===== src/common/fetch_pkg.sv =====
// ==============================
// Address widths, fetch block geometry and FSM state type
// shared by every block of the fetch front end
// ==============================
package fetch_pkg;

  localparam int VADDR_W      = 39;               // Sv39 virtual address
  localparam int FETCH_BYTES  = 8;                // One block per request
  localparam int FETCH_DATA_W = FETCH_BYTES * 8;  // 64 bit block

  typedef logic [VADDR_W-1:0] vaddr_t;

  // Boot address after reset
  localparam vaddr_t PC_INIT_VAL = 39'h00_8000_0000;

  // ==============================
  // Fetch FSM states
  // ==============================
  typedef enum logic [2:0] {
    INIT            = 3'd0,  // One cycle after reset
    FETCH_REQ       = 3'd1,  // Streaming requests
    WAIT_IC_FILL    = 3'd2,  // Miss seen, wait for memory ready
    WAIT_IBUF_FREE  = 3'd3,  // Buffer was full at s2
    WAIT_FLUSH_FREE = 3'd4   // Redirect pending, memory busy
  } fetch_state_t;

endpackage


===== src/common/trap_pkg.sv =====
// ==============================
// Exception cause codes and constants used to pick
// the redirect target of a committed exception
// ==============================
package trap_pkg;

  // Number of delegation bits in medeleg
  localparam int MEDELEG_W = 16;

  // Silent flush restarts at the next instruction
  localparam int SILENT_FLUSH_STEP = 4;

  // ==============================
  // Cause encoding
  // ==============================
  typedef enum logic [4:0] {
    INST_ADDR_MISALIGN  = 5'd0,
    INST_ACC_FAULT      = 5'd1,
    ILLEGAL_INST        = 5'd2,
    LOAD_ADDR_MISALIGN  = 5'd4,
    LOAD_ACC_FAULT      = 5'd5,
    STAMO_ADDR_MISALIGN = 5'd6,
    STAMO_ACC_FAULT     = 5'd7,
    ECALL_U             = 5'd8,
    ECALL_S             = 5'd9,
    ECALL_M             = 5'd11,
    INST_PAGE_FAULT     = 5'd12,
    LOAD_PAGE_FAULT     = 5'd13,
    STAMO_PAGE_FAULT    = 5'd15,
    // Values above the medeleg range are return and flush events
    MRET                = 5'd24,
    SRET                = 5'd25,
    SILENT_FLUSH        = 5'd26
  } except_t;

endpackage


===== src/design/fetch_redirect.sv =====
// ==============================
// Picks the fetch redirect target from a committed
// exception or a branch mispredict, exception first
// ==============================
`timescale 1ns/1ps

module fetch_redirect (
  input  logic                            i_commit_valid,
  input  trap_pkg::except_t               i_commit_cause,
  input  fetch_pkg::vaddr_t               i_commit_epc,
  input  logic                            i_br_mispredict,
  input  fetch_pkg::vaddr_t               i_br_target,
  input  fetch_pkg::vaddr_t               i_mtvec,
  input  fetch_pkg::vaddr_t               i_stvec,
  input  fetch_pkg::vaddr_t               i_mepc,
  input  fetch_pkg::vaddr_t               i_sepc,
  input  logic [trap_pkg::MEDELEG_W-1:0]  i_medeleg,
  output logic                            o_flush_valid,
  output fetch_pkg::vaddr_t               o_flush_vaddr
);

  localparam int DELEG_IDX_W = $clog2(trap_pkg::MEDELEG_W);

  logic [4:0] w_cause;
  logic       w_has_deleg_bit;
  logic       w_trap_deleg;

  assign w_cause = i_commit_cause;

  // Each trap cause indexes its own medeleg bit
  assign w_has_deleg_bit = (int'(w_cause) < trap_pkg::MEDELEG_W);
  assign w_trap_deleg    = w_has_deleg_bit & i_medeleg[w_cause[DELEG_IDX_W-1:0]];

  // ==============================
  // Target select
  // ==============================
  always_comb begin
    o_flush_vaddr = '0;
    if (i_commit_valid) begin
      case (i_commit_cause)
        trap_pkg::SILENT_FLUSH: begin
          o_flush_vaddr = i_commit_epc +
                          fetch_pkg::vaddr_t'(trap_pkg::SILENT_FLUSH_STEP);
        end
        trap_pkg::MRET: o_flush_vaddr = i_mepc;
        trap_pkg::SRET: o_flush_vaddr = i_sepc;
        default: begin
          o_flush_vaddr = w_trap_deleg ? i_stvec : i_mtvec;  // S-mode handler if delegated
        end
      endcase
    end else if (i_br_mispredict) begin
      o_flush_vaddr = i_br_target;
    end
  end

  assign o_flush_valid = i_commit_valid | i_br_mispredict;

endmodule


===== src/fetch/fetch_pc_ctrl.sv =====
// ==============================
// Fetch FSM and s0 address register, issues memory
// requests and picks the next fetch address
// ==============================
`timescale 1ns/1ps

module fetch_pc_ctrl (
  input  logic              i_clk,
  input  logic              i_reset_n,
  input  logic              i_flush_valid,
  input  fetch_pkg::vaddr_t i_flush_vaddr,
  input  logic              i_mem_ready,
  input  logic              i_mem_miss,
  input  logic              i_s2_valid,
  input  logic              i_s2_clear,
  input  fetch_pkg::vaddr_t i_s2_vaddr,
  input  logic              i_ibuf_ready,
  output logic              o_req_valid,
  output fetch_pkg::vaddr_t o_req_vaddr
);

  localparam fetch_pkg::vaddr_t BLK_STEP = fetch_pkg::vaddr_t'(fetch_pkg::FETCH_BYTES);
  localparam fetch_pkg::vaddr_t BLK_MASK = ~(BLK_STEP - 1'b1);

  fetch_pkg::fetch_state_t r_state;
  fetch_pkg::fetch_state_t w_state_next;
  fetch_pkg::fetch_state_t w_flush_state;
  fetch_pkg::vaddr_t       r_s0_vaddr;
  fetch_pkg::vaddr_t       w_s0_vaddr_next;
  logic                    w_s2_live;
  logic                    w_s2_miss;
  logic                    w_s2_full;
  logic                    w_s2_refetch;
  logic                    w_req_fire;

  assign w_s2_live    = i_s2_valid & ~i_s2_clear;
  assign w_s2_miss    = w_s2_live & i_mem_miss;
  assign w_s2_full    = w_s2_live & ~i_mem_miss & ~i_ibuf_ready;  // Hit but no room
  assign w_s2_refetch = (r_state == fetch_pkg::FETCH_REQ) & (w_s2_miss | w_s2_full);

  // Redirect goes out now if memory takes it, else it is parked
  assign w_flush_state = i_mem_ready ? fetch_pkg::FETCH_REQ : fetch_pkg::WAIT_FLUSH_FREE;

  // ==============================
  // Next state
  // ==============================
  always_comb begin
    w_state_next = r_state;
    case (r_state)
      fetch_pkg::INIT: begin
        w_state_next = fetch_pkg::FETCH_REQ;
      end
      fetch_pkg::FETCH_REQ: begin
        if (i_flush_valid) begin
          w_state_next = w_flush_state;
        end else if (w_s2_miss) begin
          w_state_next = fetch_pkg::WAIT_IC_FILL;
        end else if (w_s2_full) begin
          w_state_next = fetch_pkg::WAIT_IBUF_FREE;
        end
      end
      fetch_pkg::WAIT_IC_FILL, fetch_pkg::WAIT_FLUSH_FREE: begin
        if (i_flush_valid) begin
          w_state_next = w_flush_state;
        end else if (i_mem_ready) begin
          w_state_next = fetch_pkg::FETCH_REQ;  // Fill done or target can go out
        end
      end
      fetch_pkg::WAIT_IBUF_FREE: begin
        if (i_flush_valid) begin
          w_state_next = w_flush_state;
        end else if (i_mem_ready & i_ibuf_ready) begin
          w_state_next = fetch_pkg::FETCH_REQ;
        end
      end
      default: begin
        w_state_next = fetch_pkg::INIT;
      end
    endcase
  end

  // ==============================
  // Request and next address
  // ==============================
  assign o_req_valid = (r_state != fetch_pkg::INIT) & (w_state_next == fetch_pkg::FETCH_REQ);
  assign o_req_vaddr = i_flush_valid ? i_flush_vaddr : r_s0_vaddr;
  assign w_req_fire  = o_req_valid & i_mem_ready;

  always_comb begin
    w_s0_vaddr_next = r_s0_vaddr;
    if (w_req_fire) begin
      w_s0_vaddr_next = (o_req_vaddr & BLK_MASK) + BLK_STEP;  // Next sequential block
    end else if (i_flush_valid) begin
      w_s0_vaddr_next = i_flush_vaddr;                        // Hold target until ready
    end else if (w_s2_refetch) begin
      w_s0_vaddr_next = i_s2_vaddr;                           // Replay the s2 block
    end
  end

  always_ff @(posedge i_clk or negedge i_reset_n) begin
    if (!i_reset_n) begin
      r_state    <= fetch_pkg::INIT;
      r_s0_vaddr <= fetch_pkg::PC_INIT_VAL;
    end else begin
      r_state    <= w_state_next;
      r_s0_vaddr <= w_s0_vaddr_next;
    end
  end

endmodule


===== src/fetch/fetch_pipe.sv =====
// ==============================
// Tracks accepted requests through s1 and s2 until the
// memory answers, and kills stale items
// ==============================
`timescale 1ns/1ps

module fetch_pipe (
  input  logic              i_clk,
  input  logic              i_reset_n,
  input  logic              i_flush_valid,
  input  logic              i_req_fire,
  input  fetch_pkg::vaddr_t i_req_vaddr,
  input  logic              i_mem_resp_valid,
  input  logic              i_ibuf_ready,
  output logic              o_s2_valid,
  output logic              o_s2_clear,
  output fetch_pkg::vaddr_t o_s2_vaddr,
  output logic              o_ibuf_write
);

  logic              r_s1_valid;
  fetch_pkg::vaddr_t r_s1_vaddr;
  logic              r_s2_valid;
  logic              r_s2_clear;
  fetch_pkg::vaddr_t r_s2_vaddr;
  logic              w_s2_live;
  logic              w_s2_retry;
  logic              w_kill;

  assign w_s2_live  = r_s2_valid & ~r_s2_clear;
  // Miss or full buffer both force a refetch from s2
  assign w_s2_retry = w_s2_live & ~(i_mem_resp_valid & i_ibuf_ready);
  assign w_kill     = i_flush_valid | w_s2_retry;

  always_ff @(posedge i_clk or negedge i_reset_n) begin
    if (!i_reset_n) begin
      r_s1_valid <= 1'b0;
      r_s2_valid <= 1'b0;
      r_s2_clear <= 1'b0;
    end else begin
      r_s1_valid <= i_req_fire;
      r_s2_valid <= r_s1_valid;
      r_s2_clear <= r_s1_valid & w_kill;  // Issued before the kill
    end
  end

  always_ff @(posedge i_clk) begin
    if (i_req_fire) begin
      r_s1_vaddr <= i_req_vaddr;
    end
    r_s2_vaddr <= r_s1_vaddr;
  end

  assign o_s2_valid   = r_s2_valid;
  assign o_s2_clear   = r_s2_clear;
  assign o_s2_vaddr   = r_s2_vaddr;
  assign o_ibuf_write = w_s2_live & i_mem_resp_valid & i_ibuf_ready;

endmodule


===== src/design/inst_buffer.sv =====
// ==============================
// Circular FIFO of fetched blocks toward decode,
// emptied by a redirect
// ==============================
`timescale 1ns/1ps

module inst_buffer #(
  parameter int IBUF_DEPTH = 4
) (
  input  logic                                i_clk,
  input  logic                                i_reset_n,
  input  logic                                i_flush_valid,
  input  logic                                i_write,
  input  fetch_pkg::vaddr_t                   i_write_pc,
  input  logic [fetch_pkg::FETCH_DATA_W-1:0]  i_write_data,
  output logic                                o_ready,
  output logic                                o_inst_valid,
  output fetch_pkg::vaddr_t                   o_inst_pc,
  output logic [fetch_pkg::FETCH_DATA_W-1:0]  o_inst_data,
  input  logic                                i_inst_ready
);

  localparam int               IDX_W    = (IBUF_DEPTH > 1) ? $clog2(IBUF_DEPTH) : 1;
  localparam logic [IDX_W-1:0] LAST_IDX = IDX_W'(IBUF_DEPTH - 1);
  localparam logic [IDX_W:0]   FULL_CNT = (IDX_W + 1)'(IBUF_DEPTH);

  fetch_pkg::vaddr_t                 r_pc   [IBUF_DEPTH];
  logic [fetch_pkg::FETCH_DATA_W-1:0] r_data [IBUF_DEPTH];
  logic [IDX_W-1:0]                  r_wr_idx;
  logic [IDX_W-1:0]                  r_rd_idx;
  logic [IDX_W:0]                    r_count;
  logic                              w_push;
  logic                              w_pop;

  function automatic logic [IDX_W-1:0] next_idx(input logic [IDX_W-1:0] idx);
    return (idx == LAST_IDX) ? '0 : idx + 1'b1;
  endfunction

  assign o_ready      = (r_count != FULL_CNT);
  assign o_inst_valid = (r_count != '0);
  assign o_inst_pc    = r_pc[r_rd_idx];
  assign o_inst_data  = r_data[r_rd_idx];

  assign w_push = i_write & o_ready;
  assign w_pop  = o_inst_valid & i_inst_ready;

  always_ff @(posedge i_clk or negedge i_reset_n) begin
    if (!i_reset_n) begin
      r_wr_idx <= '0;
      r_rd_idx <= '0;
      r_count  <= '0;
    end else if (i_flush_valid) begin  // Drop everything, incoming write too
      r_wr_idx <= '0;
      r_rd_idx <= '0;
      r_count  <= '0;
    end else begin
      if (w_push) begin
        r_wr_idx <= next_idx(r_wr_idx);
      end
      if (w_pop) begin
        r_rd_idx <= next_idx(r_rd_idx);
      end
      r_count <= r_count + {{IDX_W{1'b0}}, w_push} - {{IDX_W{1'b0}}, w_pop};
    end
  end

  always_ff @(posedge i_clk) begin
    if (w_push) begin
      r_pc[r_wr_idx]   <= i_write_pc;
      r_data[r_wr_idx] <= i_write_data;
    end
  end

endmodule


===== src/design/frontend_fetch.sv =====
// ==============================
// Fetch front end top, connects redirect select, PC FSM,
// the s1/s2 pipeline and the instruction buffer
// ==============================
`timescale 1ns/1ps

module frontend_fetch #(
  parameter int IBUF_DEPTH = 4
) (
  input  logic                                i_clk,
  input  logic                                i_reset_n,
  // Commit and branch redirect
  input  logic                                i_commit_valid,
  input  trap_pkg::except_t                   i_commit_cause,
  input  fetch_pkg::vaddr_t                   i_commit_epc,
  input  logic                                i_br_mispredict,
  input  fetch_pkg::vaddr_t                   i_br_target,
  // CSR levels
  input  fetch_pkg::vaddr_t                   i_mtvec,
  input  fetch_pkg::vaddr_t                   i_stvec,
  input  fetch_pkg::vaddr_t                   i_mepc,
  input  fetch_pkg::vaddr_t                   i_sepc,
  input  logic [trap_pkg::MEDELEG_W-1:0]      i_medeleg,
  // Instruction memory
  output logic                                o_mem_req_valid,
  output fetch_pkg::vaddr_t                   o_mem_req_vaddr,
  input  logic                                i_mem_ready,
  input  logic                                i_mem_resp_valid,
  input  logic [fetch_pkg::FETCH_DATA_W-1:0]  i_mem_resp_data,
  input  logic                                i_mem_miss,
  // Decode
  output logic                                o_inst_valid,
  output fetch_pkg::vaddr_t                   o_inst_pc,
  output logic [fetch_pkg::FETCH_DATA_W-1:0]  o_inst_data,
  input  logic                                i_inst_ready
);

  logic              w_flush_valid;
  fetch_pkg::vaddr_t w_flush_vaddr;
  logic              w_req_fire;
  logic              w_s2_valid;
  logic              w_s2_clear;
  fetch_pkg::vaddr_t w_s2_vaddr;
  logic              w_ibuf_write;
  logic              w_ibuf_ready;

  assign w_req_fire = o_mem_req_valid & i_mem_ready;  // Memory accepted s0

  fetch_redirect u_redirect (
    .i_commit_valid  (i_commit_valid),
    .i_commit_cause  (i_commit_cause),
    .i_commit_epc    (i_commit_epc),
    .i_br_mispredict (i_br_mispredict),
    .i_br_target     (i_br_target),
    .i_mtvec         (i_mtvec),
    .i_stvec         (i_stvec),
    .i_mepc          (i_mepc),
    .i_sepc          (i_sepc),
    .i_medeleg       (i_medeleg),
    .o_flush_valid   (w_flush_valid),
    .o_flush_vaddr   (w_flush_vaddr)
  );

  fetch_pc_ctrl u_pc_ctrl (
    .i_clk         (i_clk),
    .i_reset_n     (i_reset_n),
    .i_flush_valid (w_flush_valid),
    .i_flush_vaddr (w_flush_vaddr),
    .i_mem_ready   (i_mem_ready),
    .i_mem_miss    (i_mem_miss),
    .i_s2_valid    (w_s2_valid),
    .i_s2_clear    (w_s2_clear),
    .i_s2_vaddr    (w_s2_vaddr),
    .i_ibuf_ready  (w_ibuf_ready),
    .o_req_valid   (o_mem_req_valid),
    .o_req_vaddr   (o_mem_req_vaddr)
  );

  fetch_pipe u_pipe (
    .i_clk            (i_clk),
    .i_reset_n        (i_reset_n),
    .i_flush_valid    (w_flush_valid),
    .i_req_fire       (w_req_fire),
    .i_req_vaddr      (o_mem_req_vaddr),
    .i_mem_resp_valid (i_mem_resp_valid),
    .i_ibuf_ready     (w_ibuf_ready),
    .o_s2_valid       (w_s2_valid),
    .o_s2_clear       (w_s2_clear),
    .o_s2_vaddr       (w_s2_vaddr),
    .o_ibuf_write     (w_ibuf_write)
  );

  inst_buffer #(
    .IBUF_DEPTH (IBUF_DEPTH)
  ) u_ibuf (
    .i_clk         (i_clk),
    .i_reset_n     (i_reset_n),
    .i_flush_valid (w_flush_valid),
    .i_write       (w_ibuf_write),
    .i_write_pc    (w_s2_vaddr),
    .i_write_data  (i_mem_resp_data),
    .o_ready       (w_ibuf_ready),
    .o_inst_valid  (o_inst_valid),
    .o_inst_pc     (o_inst_pc),
    .o_inst_data   (o_inst_data),
    .i_inst_ready  (i_inst_ready)
  );

endmodule


===== config.mk =====
export PLATFORM = sky130hd
export DESIGN_NAME = frontend_fetch
export DESIGN_NICKNAME = d
export VERILOG_FILES = /design/src/common/fetch_pkg.sv /design/src/common/trap_pkg.sv /design/src/design/fetch_redirect.sv /design/src/fetch/fetch_pc_ctrl.sv /design/src/fetch/fetch_pipe.sv /design/src/design/inst_buffer.sv /design/src/design/frontend_fetch.sv
export SDC_FILE = /design/constraint.sdc
export NUM_CORES = 1
export LEC_CHECK = 0
export BUFFER_PORTS_ARGS = -buffer_cell sky130_fd_sc_hd__buf_2
export CORE_UTILIZATION = 40
export DETAILED_ROUTE_END_ITERATION = 12
export GPL_ROUTABILITY_DRIVEN = 0
export MAX_ROUTING_LAYER = met4
export PLACE_DENSITY = 0.63
export SYNTH_ARGS = -nofsm -noshare
export SYNTH_HDL_FRONTEND = slang
export SYNTH_SLANG_ARGS = --single-unit
export TNS_END_PERCENT = 10

===== constraint.sdc =====
create_clock -name i_clk -period 5.29 [get_ports i_clk]
set_clock_uncertainty 0.05 [all_clocks]
set_input_delay 1.058 -clock i_clk [delete_from_list [all_inputs] [get_ports i_clk]]
set_output_delay 1.058 -clock i_clk [all_outputs]
set_load 0.03 [all_outputs]

# Yosys cells after proc, flatten, opt, wreduce, memory -nomap -nowiden

Memories as Yosys holds them, arrays and structs flattened.
Index checks and enable logic that the tools add are counted.
W data, S select, Z words.

Flip-flop bits (word level): 130
Bits in writable memories: 412
Output and inout bits: 144
Word-level logic and storage cells: 89
Memories kept: 2

Add/sub/neg operators: 6
Order comparisons: 2
Equal/unequal tests: 11
Mux-type cells: 28
Bitwise gates (word level): 23
Reduce and logical (&&, ||, !) cells: 7

Memory list:

| name          | words | bits a word | read ports | clocked after Yosys merged registers in | wr ports | RTL line          | RTL |
|---|---|---|---|---|---|---|---|
| u_ibuf.r_data | 4     | 64          | 1          | 0                                       | 1        | inst_buffer.sv:28 | `logic [fetch_pkg::FETCH_DATA_W-1:0] r_data [IBUF_DEPTH];` |
| u_ibuf.r_pc   | 4     | 39          | 1          | 0                                       | 1        | inst_buffer.sv:27 | `fetch_pkg::vaddr_t r_pc [IBUF_DEPTH];` |

Operator list:

| cell                    | count |
|---|---|
| $mux W39                | 7 |
| $pmux W39 S3            | 1 |
| $add A39 B3 Y39 const B | 1 |
| $add A39 B4 Y39 const B | 1 |
| $mux W3                 | 9 |
| $and A1 B1 Y1           | 16 |
| $eq A5 B5 Y1 const B    | 3 |
| $mux W2                 | 6 |
| $pmux W3 S4             | 1 |
| $reduce_bool A3 Y1      | 3 |
| $eq A3 B1 Y1 const B    | 2 |
| $eq A3 B2 Y1 const B    | 2 |
| $lt A4 B5 Y1 const B    | 1 |
| $lt A5 B5 Y1 const B    | 1 |
| $add A2 B1 Y2 const B   | 2 |
| $bmux W1 S4             | 1 |
| $eq A2 B2 Y1 const B    | 2 |
| $not A1 Y1              | 4 |
| $reduce_bool A2 Y1      | 2 |
| $add A3 B1 Y3           | 1 |
| $eq A3 B3 Y1 const B    | 1 |
| $logic_not A3 Y1        | 1 |
| $mux W1                 | 3 |
| $ne A3 B3 Y1 const B    | 1 |
| other kinds (3)         | 5 |

# Longest topological paths before layout

Gate-level depths: netlist of run 1.

Depth after elaboration: 12
Mapped depth: 16

# Modules after synthesis

Synthesis of run 1 repeated with hierarchy kept, for this count alone.

Cell total of the unflattened synthesis: 1624
Area total of the unflattened synthesis: 24298.3 µm²

By module, submodules not included:

| module         | instances | cells each | area an instance (µm²) |
|---|---|---|---|
| inst_buffer    | 1         | 586        | 15317.2 |
| fetch_pc_ctrl  | 1         | 513        | 4062.6 |
| fetch_redirect | 1         | 438        | 2847.7 |
| fetch_pipe     | 1         | 86         | 2064.5 |
| frontend_fetch | 1         | 1          | 6.3 |

# Worst setup path before layout of run 1

Ideal clock, no wire load.

Path type: input to register
Start point: input port i_commit_cause[1]
End point: register u_pc_ctrl.r_s0_vaddr[37]
Library setup time: 0.072 ns
Arrival time: 4.484 ns
Data required time: 5.168 ns
Slack: 0.685 ns
Stages on the path: 16
Path through: buf_2 -> nor2b_1 -> buf_2 -> a221oi_2 -> a22oi_4 -> buf_4 -> mux2i_1 -> o2111ai_1 -> nor2b_1 -> ha_1 -> nand2_1 -> nor3_1 -> buf_2 -> nand4_1 -> or4_1 -> nand3_1

Longest elaborated chain between the ends: 9
Elaborated cells between the ends (all ways): 14

Ends and longest elaborated chain:

| what                          | RTL line             | RTL |
|---|---|---|
| start, declared               | frontend_fetch.sv:14 | `input trap_pkg::except_t i_commit_cause,` |
| $bmux W1 S4                   | fetch_redirect.sv:32 | `assign w_trap_deleg = w_has_deleg_bit & i_medeleg[w_cause[DELEG_IDX_W-1:0]];` |
| $mux W1 (not written as such) | fetch_redirect.sv:32 |  |
| $and A1 B1 Y1                 | fetch_redirect.sv:32 |  |
| $mux W39                      | fetch_redirect.sv:48 | `o_flush_vaddr = w_trap_deleg ? i_stvec : i_mtvec;` |
| $pmux W39 S3 *                | fetch_redirect.sv:40 | `case (i_commit_cause)` |
| $mux W39 *                    | fetch_redirect.sv:39 | `if (i_commit_valid) begin` |
| $mux W39 *                    | fetch_pc_ctrl.sv:86  | `assign o_req_vaddr = i_flush_valid ? i_flush_vaddr : r_s0_vaddr;` |
| via o_mem_req_vaddr[4]        | frontend_fetch.sv:26 | `output fetch_pkg::vaddr_t o_mem_req_vaddr,` |
| $add A39 B4 Y39 *             | fetch_pc_ctrl.sv:92  | `w_s0_vaddr_next = (o_req_vaddr & BLK_MASK) + BLK_STEP;` |
| $mux W39 *                    | fetch_pc_ctrl.sv:91  | `if (w_req_fire) begin` |
| end signal, assigned          | fetch_pc_ctrl.sv:103 | `r_s0_vaddr <= fetch_pkg::PC_INIT_VAL;` |
| end signal, assigned          | fetch_pc_ctrl.sv:106 | `r_s0_vaddr <= w_s0_vaddr_next;` |
| end, declared                 | fetch_pc_ctrl.sv:28  | `fetch_pkg::vaddr_t r_s0_vaddr;` |

Mark *: on every way through the listed nets, which the timed path passes. The rest lies on a longest branch. The select of a mux whose other input is x is not followed.
A chain may end at the register's enable or synchronous reset.

# Worst setup path after layout of run 1

Start point: input port i_commit_cause[0]
End point: output port o_mem_req_vaddr[2]

Longest elaborated chain between the ends: 7
Elaborated cells between the ends (all ways): 11

Ends and longest elaborated chain:

| what                          | RTL line |
|---|---|
| $bmux W1 S4                   | fetch_redirect.sv:32 |
| $mux W1 (not written as such) | fetch_redirect.sv:32 |
| $and A1 B1 Y1                 | fetch_redirect.sv:32 |
| $mux W39                      | fetch_redirect.sv:48 |
| $pmux W39 S3 *                | fetch_redirect.sv:40 |
| $mux W39 *                    | fetch_redirect.sv:39 |
| $mux W39 *                    | fetch_pc_ctrl.sv:86 |
| end, declared                 | frontend_fetch.sv:26 |

Mark *: on every way between the ends. The rest lies on a longest branch, timed or not. The select of a mux whose other input is x is not followed.

==> results of run 1 <==
## report_power, final
group / internal [uW] / leakage [uW] / switching [uW]
registers: 5060 / 0.00503 / 215
logic: 609 / 0.00472 / 1150
clock network: 2380 / 0.000925 / 1620
## flip-flops by register name, summed over array words and instances, names as in the netlist
name                  cells
u_ibuf.r_data           256
u_pipe.o_s2_clear         1
u_pipe.r_s1_vaddr        39
u_ibuf.r_count            3
u_ibuf.r_rd_idx           2
u_pipe.o_s2_valid         1
u_pc_ctrl.r_s0_vaddr     39
u_pipe.o_s2_vaddr        39
u_ibuf.r_wr_idx           2
u_pipe.r_s1_valid         1
u_ibuf.r_pc             156
u_pc_ctrl.r_state         3
## path summary, 6_finish.rpt
kind / from / end / slack [ns]
max: i_commit_cause[0] / o_mem_req_vaddr[2] / 0.20
min: u_pipe.r_s1_vaddr[15] / u_pipe.o_s2_vaddr[15] / 0.29
max reg2reg: u_ibuf.r_count[1] / u_pc_ctrl.r_s0_vaddr[3] / 2.15
min reg2reg: u_pipe.r_s1_vaddr[15] / u_pipe.o_s2_vaddr[15] / 0.29
max in group asynchronous: i_reset_n / u_ibuf.r_rd_idx[0] / 4.02
min in group asynchronous: i_reset_n / u_pc_ctrl.r_s0_vaddr[7] / 0.58
## worst register-to-register path, delay by kind of cell, from the launching register on
kind / cells / cell delay [ns]
flops: 1 / 0.42
buf+inv: 3 / 1.04
compound gates: 3 / 0.40
simple gates: 7 / 1.08
## metrics by stage
| stage | cells | utilization, % | area, sq um | total power [uW] |
|---|---|---|---|---|
| 6_report | 2919 | 49.7 | 29300 | 11000 |
| 5_1_grt | 2918 | 49.7 | 29300 | 11400 |
| 4_1_cts | 2907 | 49.6 | 29300 | 11100 |
| 3_5_place_dp | 2803 | 46.4 | 27400 | 7120 |
| 3_3_place_gp | 2803 | 46.4 | 27400 | 7070 |
| 2_1_floorplan | 1601 | - | 23900 | 6360 |
## logic make-up (layout without fill, tap and decap cells)
| logic type | Yosys count | in the layout | synth area share [%] |
|---|---|---|---|
| other | 0 | 12 | 0 |
| DFF | 542 | 542 | 65.3 |
| and+or+nand+nor | 393 | 393 | 8.58 |
| xor gates and xnor gates | 42 | 42 | 1.54 |
| buffers and inverters | 133 | 666 | 2.56 |
| muxes | 154 | 154 | 11.9 |
| AOI/OAI and AO/OA | 327 | 327 | 9.63 |
| adders and majority gates | 10 | 10 | 0.554 |
## final cells by class
cell class	instances	share of cell area (%)
sequential	542	53.3
tap	773	3.30
clock inverter	39	1.45
inverter	35	0.465
timing repair buffer	527	10.1
clock buffer	65	5.00
multi-input combinational	926	26.3
antenna	12	0.102
## metal layers
metal / vias up / part of all wire, % / GRT usage, %
met5: - / 0 / -
met4: 0 / 5.3 / 11.7
met3: 186 / 7.8 / 4.65
met2: 868 / 47 / 38.2
met1: 8208 / 40 / 30.0
li1: 7375 / - / -
## cells in the final DEF, fill, tap and decap left out, types with 32 or more instances in the layout
cell and instances:
sky130_fd_sc_hd__mux2i_1 46, sky130_fd_sc_hd__nand3_1 50, sky130_fd_sc_hd__o21ai_0 76, sky130_fd_sc_hd__a21oi_1 66, sky130_fd_sc_hd__buf_2 465, sky130_fd_sc_hd__nand2_1 112
sky130_fd_sc_hd__dfrtp_1 49, sky130_fd_sc_hd__dfxtp_1 39, sky130_fd_sc_hd__nor2_1 67, sky130_fd_sc_hd__buf_4 49, sky130_fd_sc_hd__edfxtp_1 451, sky130_fd_sc_hd__mux4_2 103
sky130_fd_sc_hd__inv_1 32, sky130_fd_sc_hd__clkbuf_16 56
==> results.md, run 1 <==
Critical path:
- The cell with the largest stage delay on the worst path is sky130_fd_sc_hd__a22oi_4.
- The number of cells on the worst reg-to-reg path is 13.
- STA classifies the critical path endpoint as a primary output.
- The worst endpoint data arrival time is 3.98 ns.
- The data required time of the worst path is 4.18 ns.
- The cell count along the critical path is 10.
- Traced cell by cell, the critical path runs through buf_2 -> nor2b_1 -> a221oi_2 -> a22oi_4 -> buf_4 -> mux2i_1 -> o221ai_1 -> a22oi_1 -> nand2_1 -> buf_2.
- The startpoint class of the critical path is an input pin.
- The largest fanout on the critical path is 12.
- In this design, the critical path's most frequently occurring cell is sky130_fd_sc_hd__buf_2.
- In this design, the stage delay of the slowest critical-path cell is 0.52 ns.
- The count of buffering cells on the critical path with inverters included is 3.
- The worst setup path category is in -> out.
- Grouping stages by cell kind, the critical path spends the most delay in compound AO/OA/AOI/OAI gates.

Min path:
- Counting instances, the worst hold path has a depth of 0.
- The worst hold path belongs to the class reg -> reg.

Detailed routing:
- The first detailed-routing pass ran for 6 iterations.
- The routed wire length per instance is 24.9 um.
- The overall via count from detail_route is 16,637.
- The detailed-route wire length is 72,800 um.
- The iteration-0 DRC count of the detailed router is 1,359.
- The via-per-instance ratio is 5.70.
- The residual antenna-violating net count after detailed routing is 0.
- The residual DRC count is 0.

Run status:
- The run finished with clean final reports.

Floorplan:
- In this run the core area contains 89 standard-cell rows.
- The overall die width is 247 um.
- The core region is 59,000 sq um.
- The die boundary height is 247 um.
- The effective utilization at floorplan is 40.6%.
- The floorplan step defined a die boundary enclosing 60,800 sq um.
- 471 I/O pins were placed.

CTS:
- The number of clock sinks is 542.
- After clock tree synthesis, the repair step resized 0 gates.
- The number of clock buffers added by TritonCTS is 55.
- The maximum clock insertion buffer count is 3.
- The clock tree from TritonCTS is done.
- The number of H-tree branching levels is 2.
- The post-CTS repair timing setup buffer count is 0.
- The clock reaches the later pin of the worst-skew pair after 0.60 ns.
- Buffers inserted to repair hold after CTS numbered 0.
- The clock root buffer master is sky130_fd_sc_hd__clkbuf_16.
- The post-CTS clock slew at the launch and capture registers of the worst setup and hold paths is 0.06 ns.

Global route:
- The initial antenna violation count was 13.
- For this run the aggregate overflow at the end of global routing stands at 0.
- The global-route total usage across every layer is 24.2%.
- The largest net degree at the start of global routing is 53.
- The first-pass GRT wire length is 105,000 um.
- The via count of the first global-routing pass is 16,486.

Power:
- The power density over the cells is 376 nW/um^2.
- The reported leakage power is 0.0107 uW.
- The maximum ir drop on the vdd rail is 0.000265 V.

STA:
- The shortest clock period the worst path allows after layout is 5.09 ns.
- The share of the clock period used by the worst path is 96.2%.
- For this run, the top clock speed supported by timing is 196 MHz.
- The tightest hold margin is 0.286 ns.
- The final count of hold timing violations is 0.
- The final total negative setup slack is 0 ns.
- The slack of the critical path is 0.200 ns.
- Setup violations remaining at the end of the flow were counted as 0.
- The slew at the pin closest to its max-slew limit is 0.896 ns.
- In this run the tightest slew margin relative to its limit is 40.3%.
- Setup repair after global routing left no endpoint under its margin.
- The number of pins exceeding their max-slew limit in the final report was 0.

Layout:
- The share of cells above drive strength 1 is 36.5%.
- The footprint of the multi-input gates is 7720 sq um.
- The area growth from synthesis to layout is 22.6%.
- The sequential cells in the finished layout cover a total of 15,600 sq um.
- The layout has 5,142 filler cells.
- The final net count is 2,424.

Synth:
- The top-area cell type share of the netlist area is 56.6%.
- The biggest area consumer among synthesized cells is sky130_fd_sc_hd__edfxtp_1.
- The count of synthesis-stage warnings from yosys is 0.
- The top flip-flop cell by instance count after synthesis is sky130_fd_sc_hd__edfxtp_1.
- After synthesis, the cell types taking the most area are sky130_fd_sc_hd__edfxtp_1 57%, sky130_fd_sc_hd__mux4_2 9.7%, sky130_fd_sc_hd__dfrtp_1 5.3%.
- The number of nets in the synthesized netlist is 1,938.
- By instance count, the leading cell after synthesis is sky130_fd_sc_hd__edfxtp_1.
- Synthesis produced 1,601 cells.
- The fraction of registers with async set or reset after synthesis is 9.59%.
- Counting flops with a built-in enable in the synthesized netlist gives 451.
- Summing the sequential cell areas from Yosys gives 65.3% of the chip area.
- The number of distinct library cells after synthesis is 99.
- A synthesized cell averages 14.9 sq um.
- In this run the cell area of the synthesized design comes to 23,900 sq um.
- By count the netlist is led by 451 x sky130_fd_sc_hd__edfxtp_1, 113 x sky130_fd_sc_hd__nand2_1, 103 x sky130_fd_sc_hd__mux4_2.
- The synthesized design contains 542 register bits.

Placement:
- The number of buffers added on ports is 470.
- At the placement stage, the worst setup path has a slack of 0.187 ns.
- Detailed placement ended at an HPWL of 53,000 um.

Flow run:
- The max-capacitance violation count is 0.
Note: power is estimated with default switching activity, not from simulation.
==> inputs of run 2 (changes only) <==
Settings changed: SYNTH_HIERARCHICAL set to 1.
==> results.md, run 2 <==
Synth:
- The netlist area before placement is 24,300 sq um.
- The fraction of the mapped netlist area in adder cells is 0.546%.
- The number of synthesized flops with an enable pin is 451.
- After synthesis, the cell types taking the most area are sky130_fd_sc_hd__edfxtp_1 56%, sky130_fd_sc_hd__mux4_2 9.7%, sky130_fd_sc_hd__dfrtp_1 5.3%.
- sky130_fd_sc_hd__edfxtp_1 takes more of the synthesized area than any other cell.
- Of the total synthesized cell area, the portion taken by XOR and XNOR cells is 2.52%.
- By area, the combinational part of the netlist is dominated by multiplexers.
- For this run, the number of Yosys warnings is 6.
- The mean instance size in the synthesized netlist is 15.0 sq um.
- Summing the sequential cell areas from Yosys gives 64.3% of the chip area.
- The fraction of registers with async set or reset after synthesis is 9.59%.
- The number of nets in the synthesized netlist is 1,961.
- The synthesized netlist devotes 8.23% of its cell area to compound gates.
- The top cell type by area accounts for 55.7% of the synthesized area.
- By count the netlist is led by 451 x sky130_fd_sc_hd__edfxtp_1, 105 x sky130_fd_sc_hd__mux4_2, 105 x sky130_fd_sc_hd__nand2_1.
- The mux share of post-synthesis cell area is 14.1%.
- Synthesis handed over a netlist of 1,624 instances.
- In this run, distinct cell masters in the synthesized netlist total 82.
- Yosys instantiated no cell more often than sky130_fd_sc_hd__edfxtp_1.
- After synthesis the netlist holds a flip-flop and latch count of 542.
- The area share of and/or/nand/nor cells after synthesis is 7.70%.
- The top flip-flop cell by instance count after synthesis is sky130_fd_sc_hd__edfxtp_1.

Layout:
- The largest register by flop count is u_ibuf/r_data.
- The library cell used most frequently in the layout, excluding fill and tap cells, is sky130_fd_sc_hd__buf_2.
- The final layout contains 2,454 nets.
- Counting the fill cells in the layout gives 5,125.
- In the layout the commonest cells are 470 x sky130_fd_sc_hd__buf_2, 451 x sky130_fd_sc_hd__edfxtp_1, 105 x sky130_fd_sc_hd__mux4_2, 105 x sky130_fd_sc_hd__nand2_1, 92 x sky130_fd_sc_hd__o21ai_0.
- The footprint of the multi-input gates is 8120 sq um.
- The largest registers in the layout are u_ibuf/r_data (256), u_ibuf/r_pc (156).
- The number of flip-flops in the largest register is 256.
- The area overhead of the layout relative to synthesis is 21.6%.
- Of the cells placed in the final design, the portion with a size suffix greater than 1 is 36.2%.
- The sequential cells in the finished layout cover a total of 15,600 sq um.
- The finished cells cover 29,600 sq um.

Floorplan:
- The overall die width is 248 um.
- The die boundary height is 248 um.
- The site row count is 89.
- The effective utilization at floorplan is 40.9%.
- Pin placement for this block handled 471 I/O pins.
- The floorplan step defined a core boundary enclosing 59,500 sq um.
- The area of the die is 61,700 sq um.

Global route:
- The via count of the first global-routing pass is 16,692.
- The largest net degree at the start of global routing is 104.
- In the global route stage, met3 resource usage came out at 4.27%.
- The initial antenna violation count came to 10.
- The met2 global-route usage is 38.5%.
- The leftover overflow at the end of global routing is 0.
- For this run, global-route usage on met1 was measured as 28.6%.
- The routing layer with the top usage in global route is met2.
- The first-pass GRT wire length is 105,000 um.
- The global-route total usage across every layer is 23.3%.

Critical path:
- Counting cells, the worst reg-to-reg path comes to 9.
- The critical path endpoint category is a primary output.
- In this run the critical register-to-register path is launched from u_ibuf/r_count[1].
- Across all register-to-register paths, the minimum setup slack is 2.25 ns.
- The worst setup path is launched from an input pin.
- The end of the critical path is o_mem_req_vaddr[29].
- Data arrives at the worst endpoint at 4.00 ns.
- The critical path starts at i_commit_cause[0].
- Along the worst path, the maximum fanout reaches 11.
- For the worst setup path, the data required time is 4.18 ns.
- The reg-to-reg critical path endpoint is u_pc_ctrl/r_s0_vaddr[7].
- The critical path is of the in -> out type.

STA:
- Setup slack closes at 0.184 ns.
- The tightest hold margin is 0.287 ns.
- The final count of hold timing violations came to 0.
- The shortest clock period the worst path allows after layout is 5.11 ns.
- Setup violations remaining at the end of the flow were counted as 0.
- Of the available clock period, the critical path in the final layout requires 96.5%.
- The final total negative setup slack is 0 ns.
- The slew at the pin closest to its max-slew limit is 1.25 ns.
- The number of pins exceeding their max-slew limit in the final report is 0.
- The highest clock frequency the design can meet is 196 MHz.
- The relative slew slack is 16.0%.

CTS:
- Once the clock tree was built, the setup fixing pass inserted 0 buffers.
- CTS built an H-tree with a depth of 2.
- After clock tree synthesis, the clock-pin slew on the worst setup and hold paths is 0.06 ns.
- The clock tree from TritonCTS is done.
- Clock tree synthesis found a total of 542 sinks.
- Counting along the longest clock path gives a buffer depth of 3.
- The clock latency at the later pin of the worst-skew pair is 0.57 ns.
- Clock tree synthesis inserted a total of 52 buffers.
- CTS placed an instance of sky130_fd_sc_hd__clkbuf_16 at the clock tree root.

Detailed routing:
- The residual DRC count is 0.
- The detailed-route wire length is 70,600 um.
- The residual antenna-violating net count after detailed routing is 0.
- The via-per-instance ratio is 5.59.
- In this run, the number of DRC markers left after iteration 0 of detailed routing was 1,130.
- The routed wire length per instance is 24.0 um.
- Across all layers, the routed design uses 16,404 vias.
- The number of iterations in the first detailed-routing pass is 6.

Power:
- The combinational share of power is 16.0%.
- The reported net switching power is 2840 uW.
- The internal power component is 7850 uW.
- Power comes to 10,700 uW.
- The worst-case IR drop observed on VDD is 0.000196 V.
- The sequential fraction of design power is 48.7%.
- Power spread over the standard cell area amounts to 362 nW/um^2.
- In this run switching power makes up 26.6% of total power.
- The clock network burns 35.4% of the power.
- For this design the static power due to leakage is 0.0111 uW.

Min path:
- The class of the tightest hold or removal check is reg -> reg.

Placement:
- The post-detailed-placement cell area is 27,700 sq um.
- The placed wire-length estimate is 51,500 um.
- The number of buffers added on ports is 470.
- At the placement stage, the worst setup path has a slack of -0.0780 ns.

Flow run:
- Across the run, the number of max-cap violations was 0.

Run status:
- The run finished with clean final reports.
==> run 2: cell types whose count changed after synthesis, moves of 10 or more <==
cell and change:
sky130_fd_sc_hd__nor3_1 -12, sky130_fd_sc_hd__xnor2_1 +26, sky130_fd_sc_hd__mux2_2 +18, sky130_fd_sc_hd__and2_1 -12
sky130_fd_sc_hd__o211ai_1 -18, sky130_fd_sc_hd__o21ai_0 +18, sky130_fd_sc_hd__buf_1 -11, sky130_fd_sc_hd__mux2i_1 +34
sky130_fd_sc_hd__a221oi_1 -10, sky130_fd_sc_hd__buf_2 +17
==> run 2: layout make-up <==
cell class	instances	share of cell area, %
Inverter	34	0.432
Antenna cell	6	0.0508
Sequential cell	542	52.9
Clock buffer	65	4.67
Timing Repair Buffer	537	9.96
Tap cell	773	3.27
Multi-Input combinational cell	950	27.5
Clock inverter	30	1.25
==> run 2: how the worst min path moves through the flow <==
stage                       endpoint  cells after the start  slack, ns             startpoint
6_report       u_pipe/o_s2_vaddr[18]                      0       0.29  u_pipe/r_s1_vaddr[18]
5_1_grt        u_pipe/o_s2_vaddr[13]                      0       0.30  u_pipe/r_s1_vaddr[13]
3_5_place_dp    u_pipe/o_s2_vaddr[0]                      0       0.28   u_pipe/r_s1_vaddr[0]
4_1_cts        u_pipe/o_s2_vaddr[13]                      0       0.29  u_pipe/r_s1_vaddr[13]
2_1_floorplan   u_pipe/o_s2_vaddr[0]                      0       0.27   u_pipe/r_s1_vaddr[0]
3_3_place_gp   u_pipe/o_s2_vaddr[20]                      0       0.27  u_pipe/r_s1_vaddr[20]
==> run 2: timing repair <==
item | in CTS | in global routing
setup endpoints to repair | 1 | 8
hold buffers | 0 | 0
cloned | 0 | 0
resized for setup | 1 | 8
==> run 2: stage by stage <==
step / util, % / cells
detailed placement: 46.6 / 2836
floorplan: - / 1624
global placement: 46.6 / 2836
global route: 49.7 / 2937
CTS: 49.6 / 2931
finish: 49.7 / 2937
==> run 2: cells by family (layout without fill, tap and decap cells) <==
family / count (synthesis) / count (layout)
other: 0 / 6
AOI/OAI and AO/OA: 311 / 311
buffers and inverters: 132 / 666
DFF: 542 / 542
muxes: 208 / 208
and+or+nand+nor: 351 / 351
adders and majority gates: 10 / 10
xor gates and xnor gates: 70 / 70
==> run 2: power groups by stage <==
stage	clock (uW)	combinational, uW	sequential, uW
CTS	3890	1710	5200
global placement	0	1680	5260
detailed placement	0	1710	5290
finish	3780	1710	5200
floorplan	0	1080	5210
global route	4050	1840	5240
==> run 2: metal layers <==
layer | up-vias | share of wire [%]
li1 | 7404 | -
met1 | 8129 | 40
met2 | 726 | 49
met3 | 145 | 6.8
met4 | 0 | 3.8
met5 | - | 0
==> run 2: critical path, cell delays in order <==
cell and delay, ns:
sky130_fd_sc_hd__buf_2 0.21, sky130_fd_sc_hd__mux4_2 0.55, sky130_fd_sc_hd__o211ai_1 0.24, sky130_fd_sc_hd__and2_2 0.29
sky130_fd_sc_hd__buf_4 0.24, sky130_fd_sc_hd__buf_4 0.25, sky130_fd_sc_hd__mux2i_1 0.10, sky130_fd_sc_hd__o221ai_1 0.37
sky130_fd_sc_hd__nand2_1 0.14, sky130_fd_sc_hd__o21ai_0 0.23, sky130_fd_sc_hd__buf_2 0.30
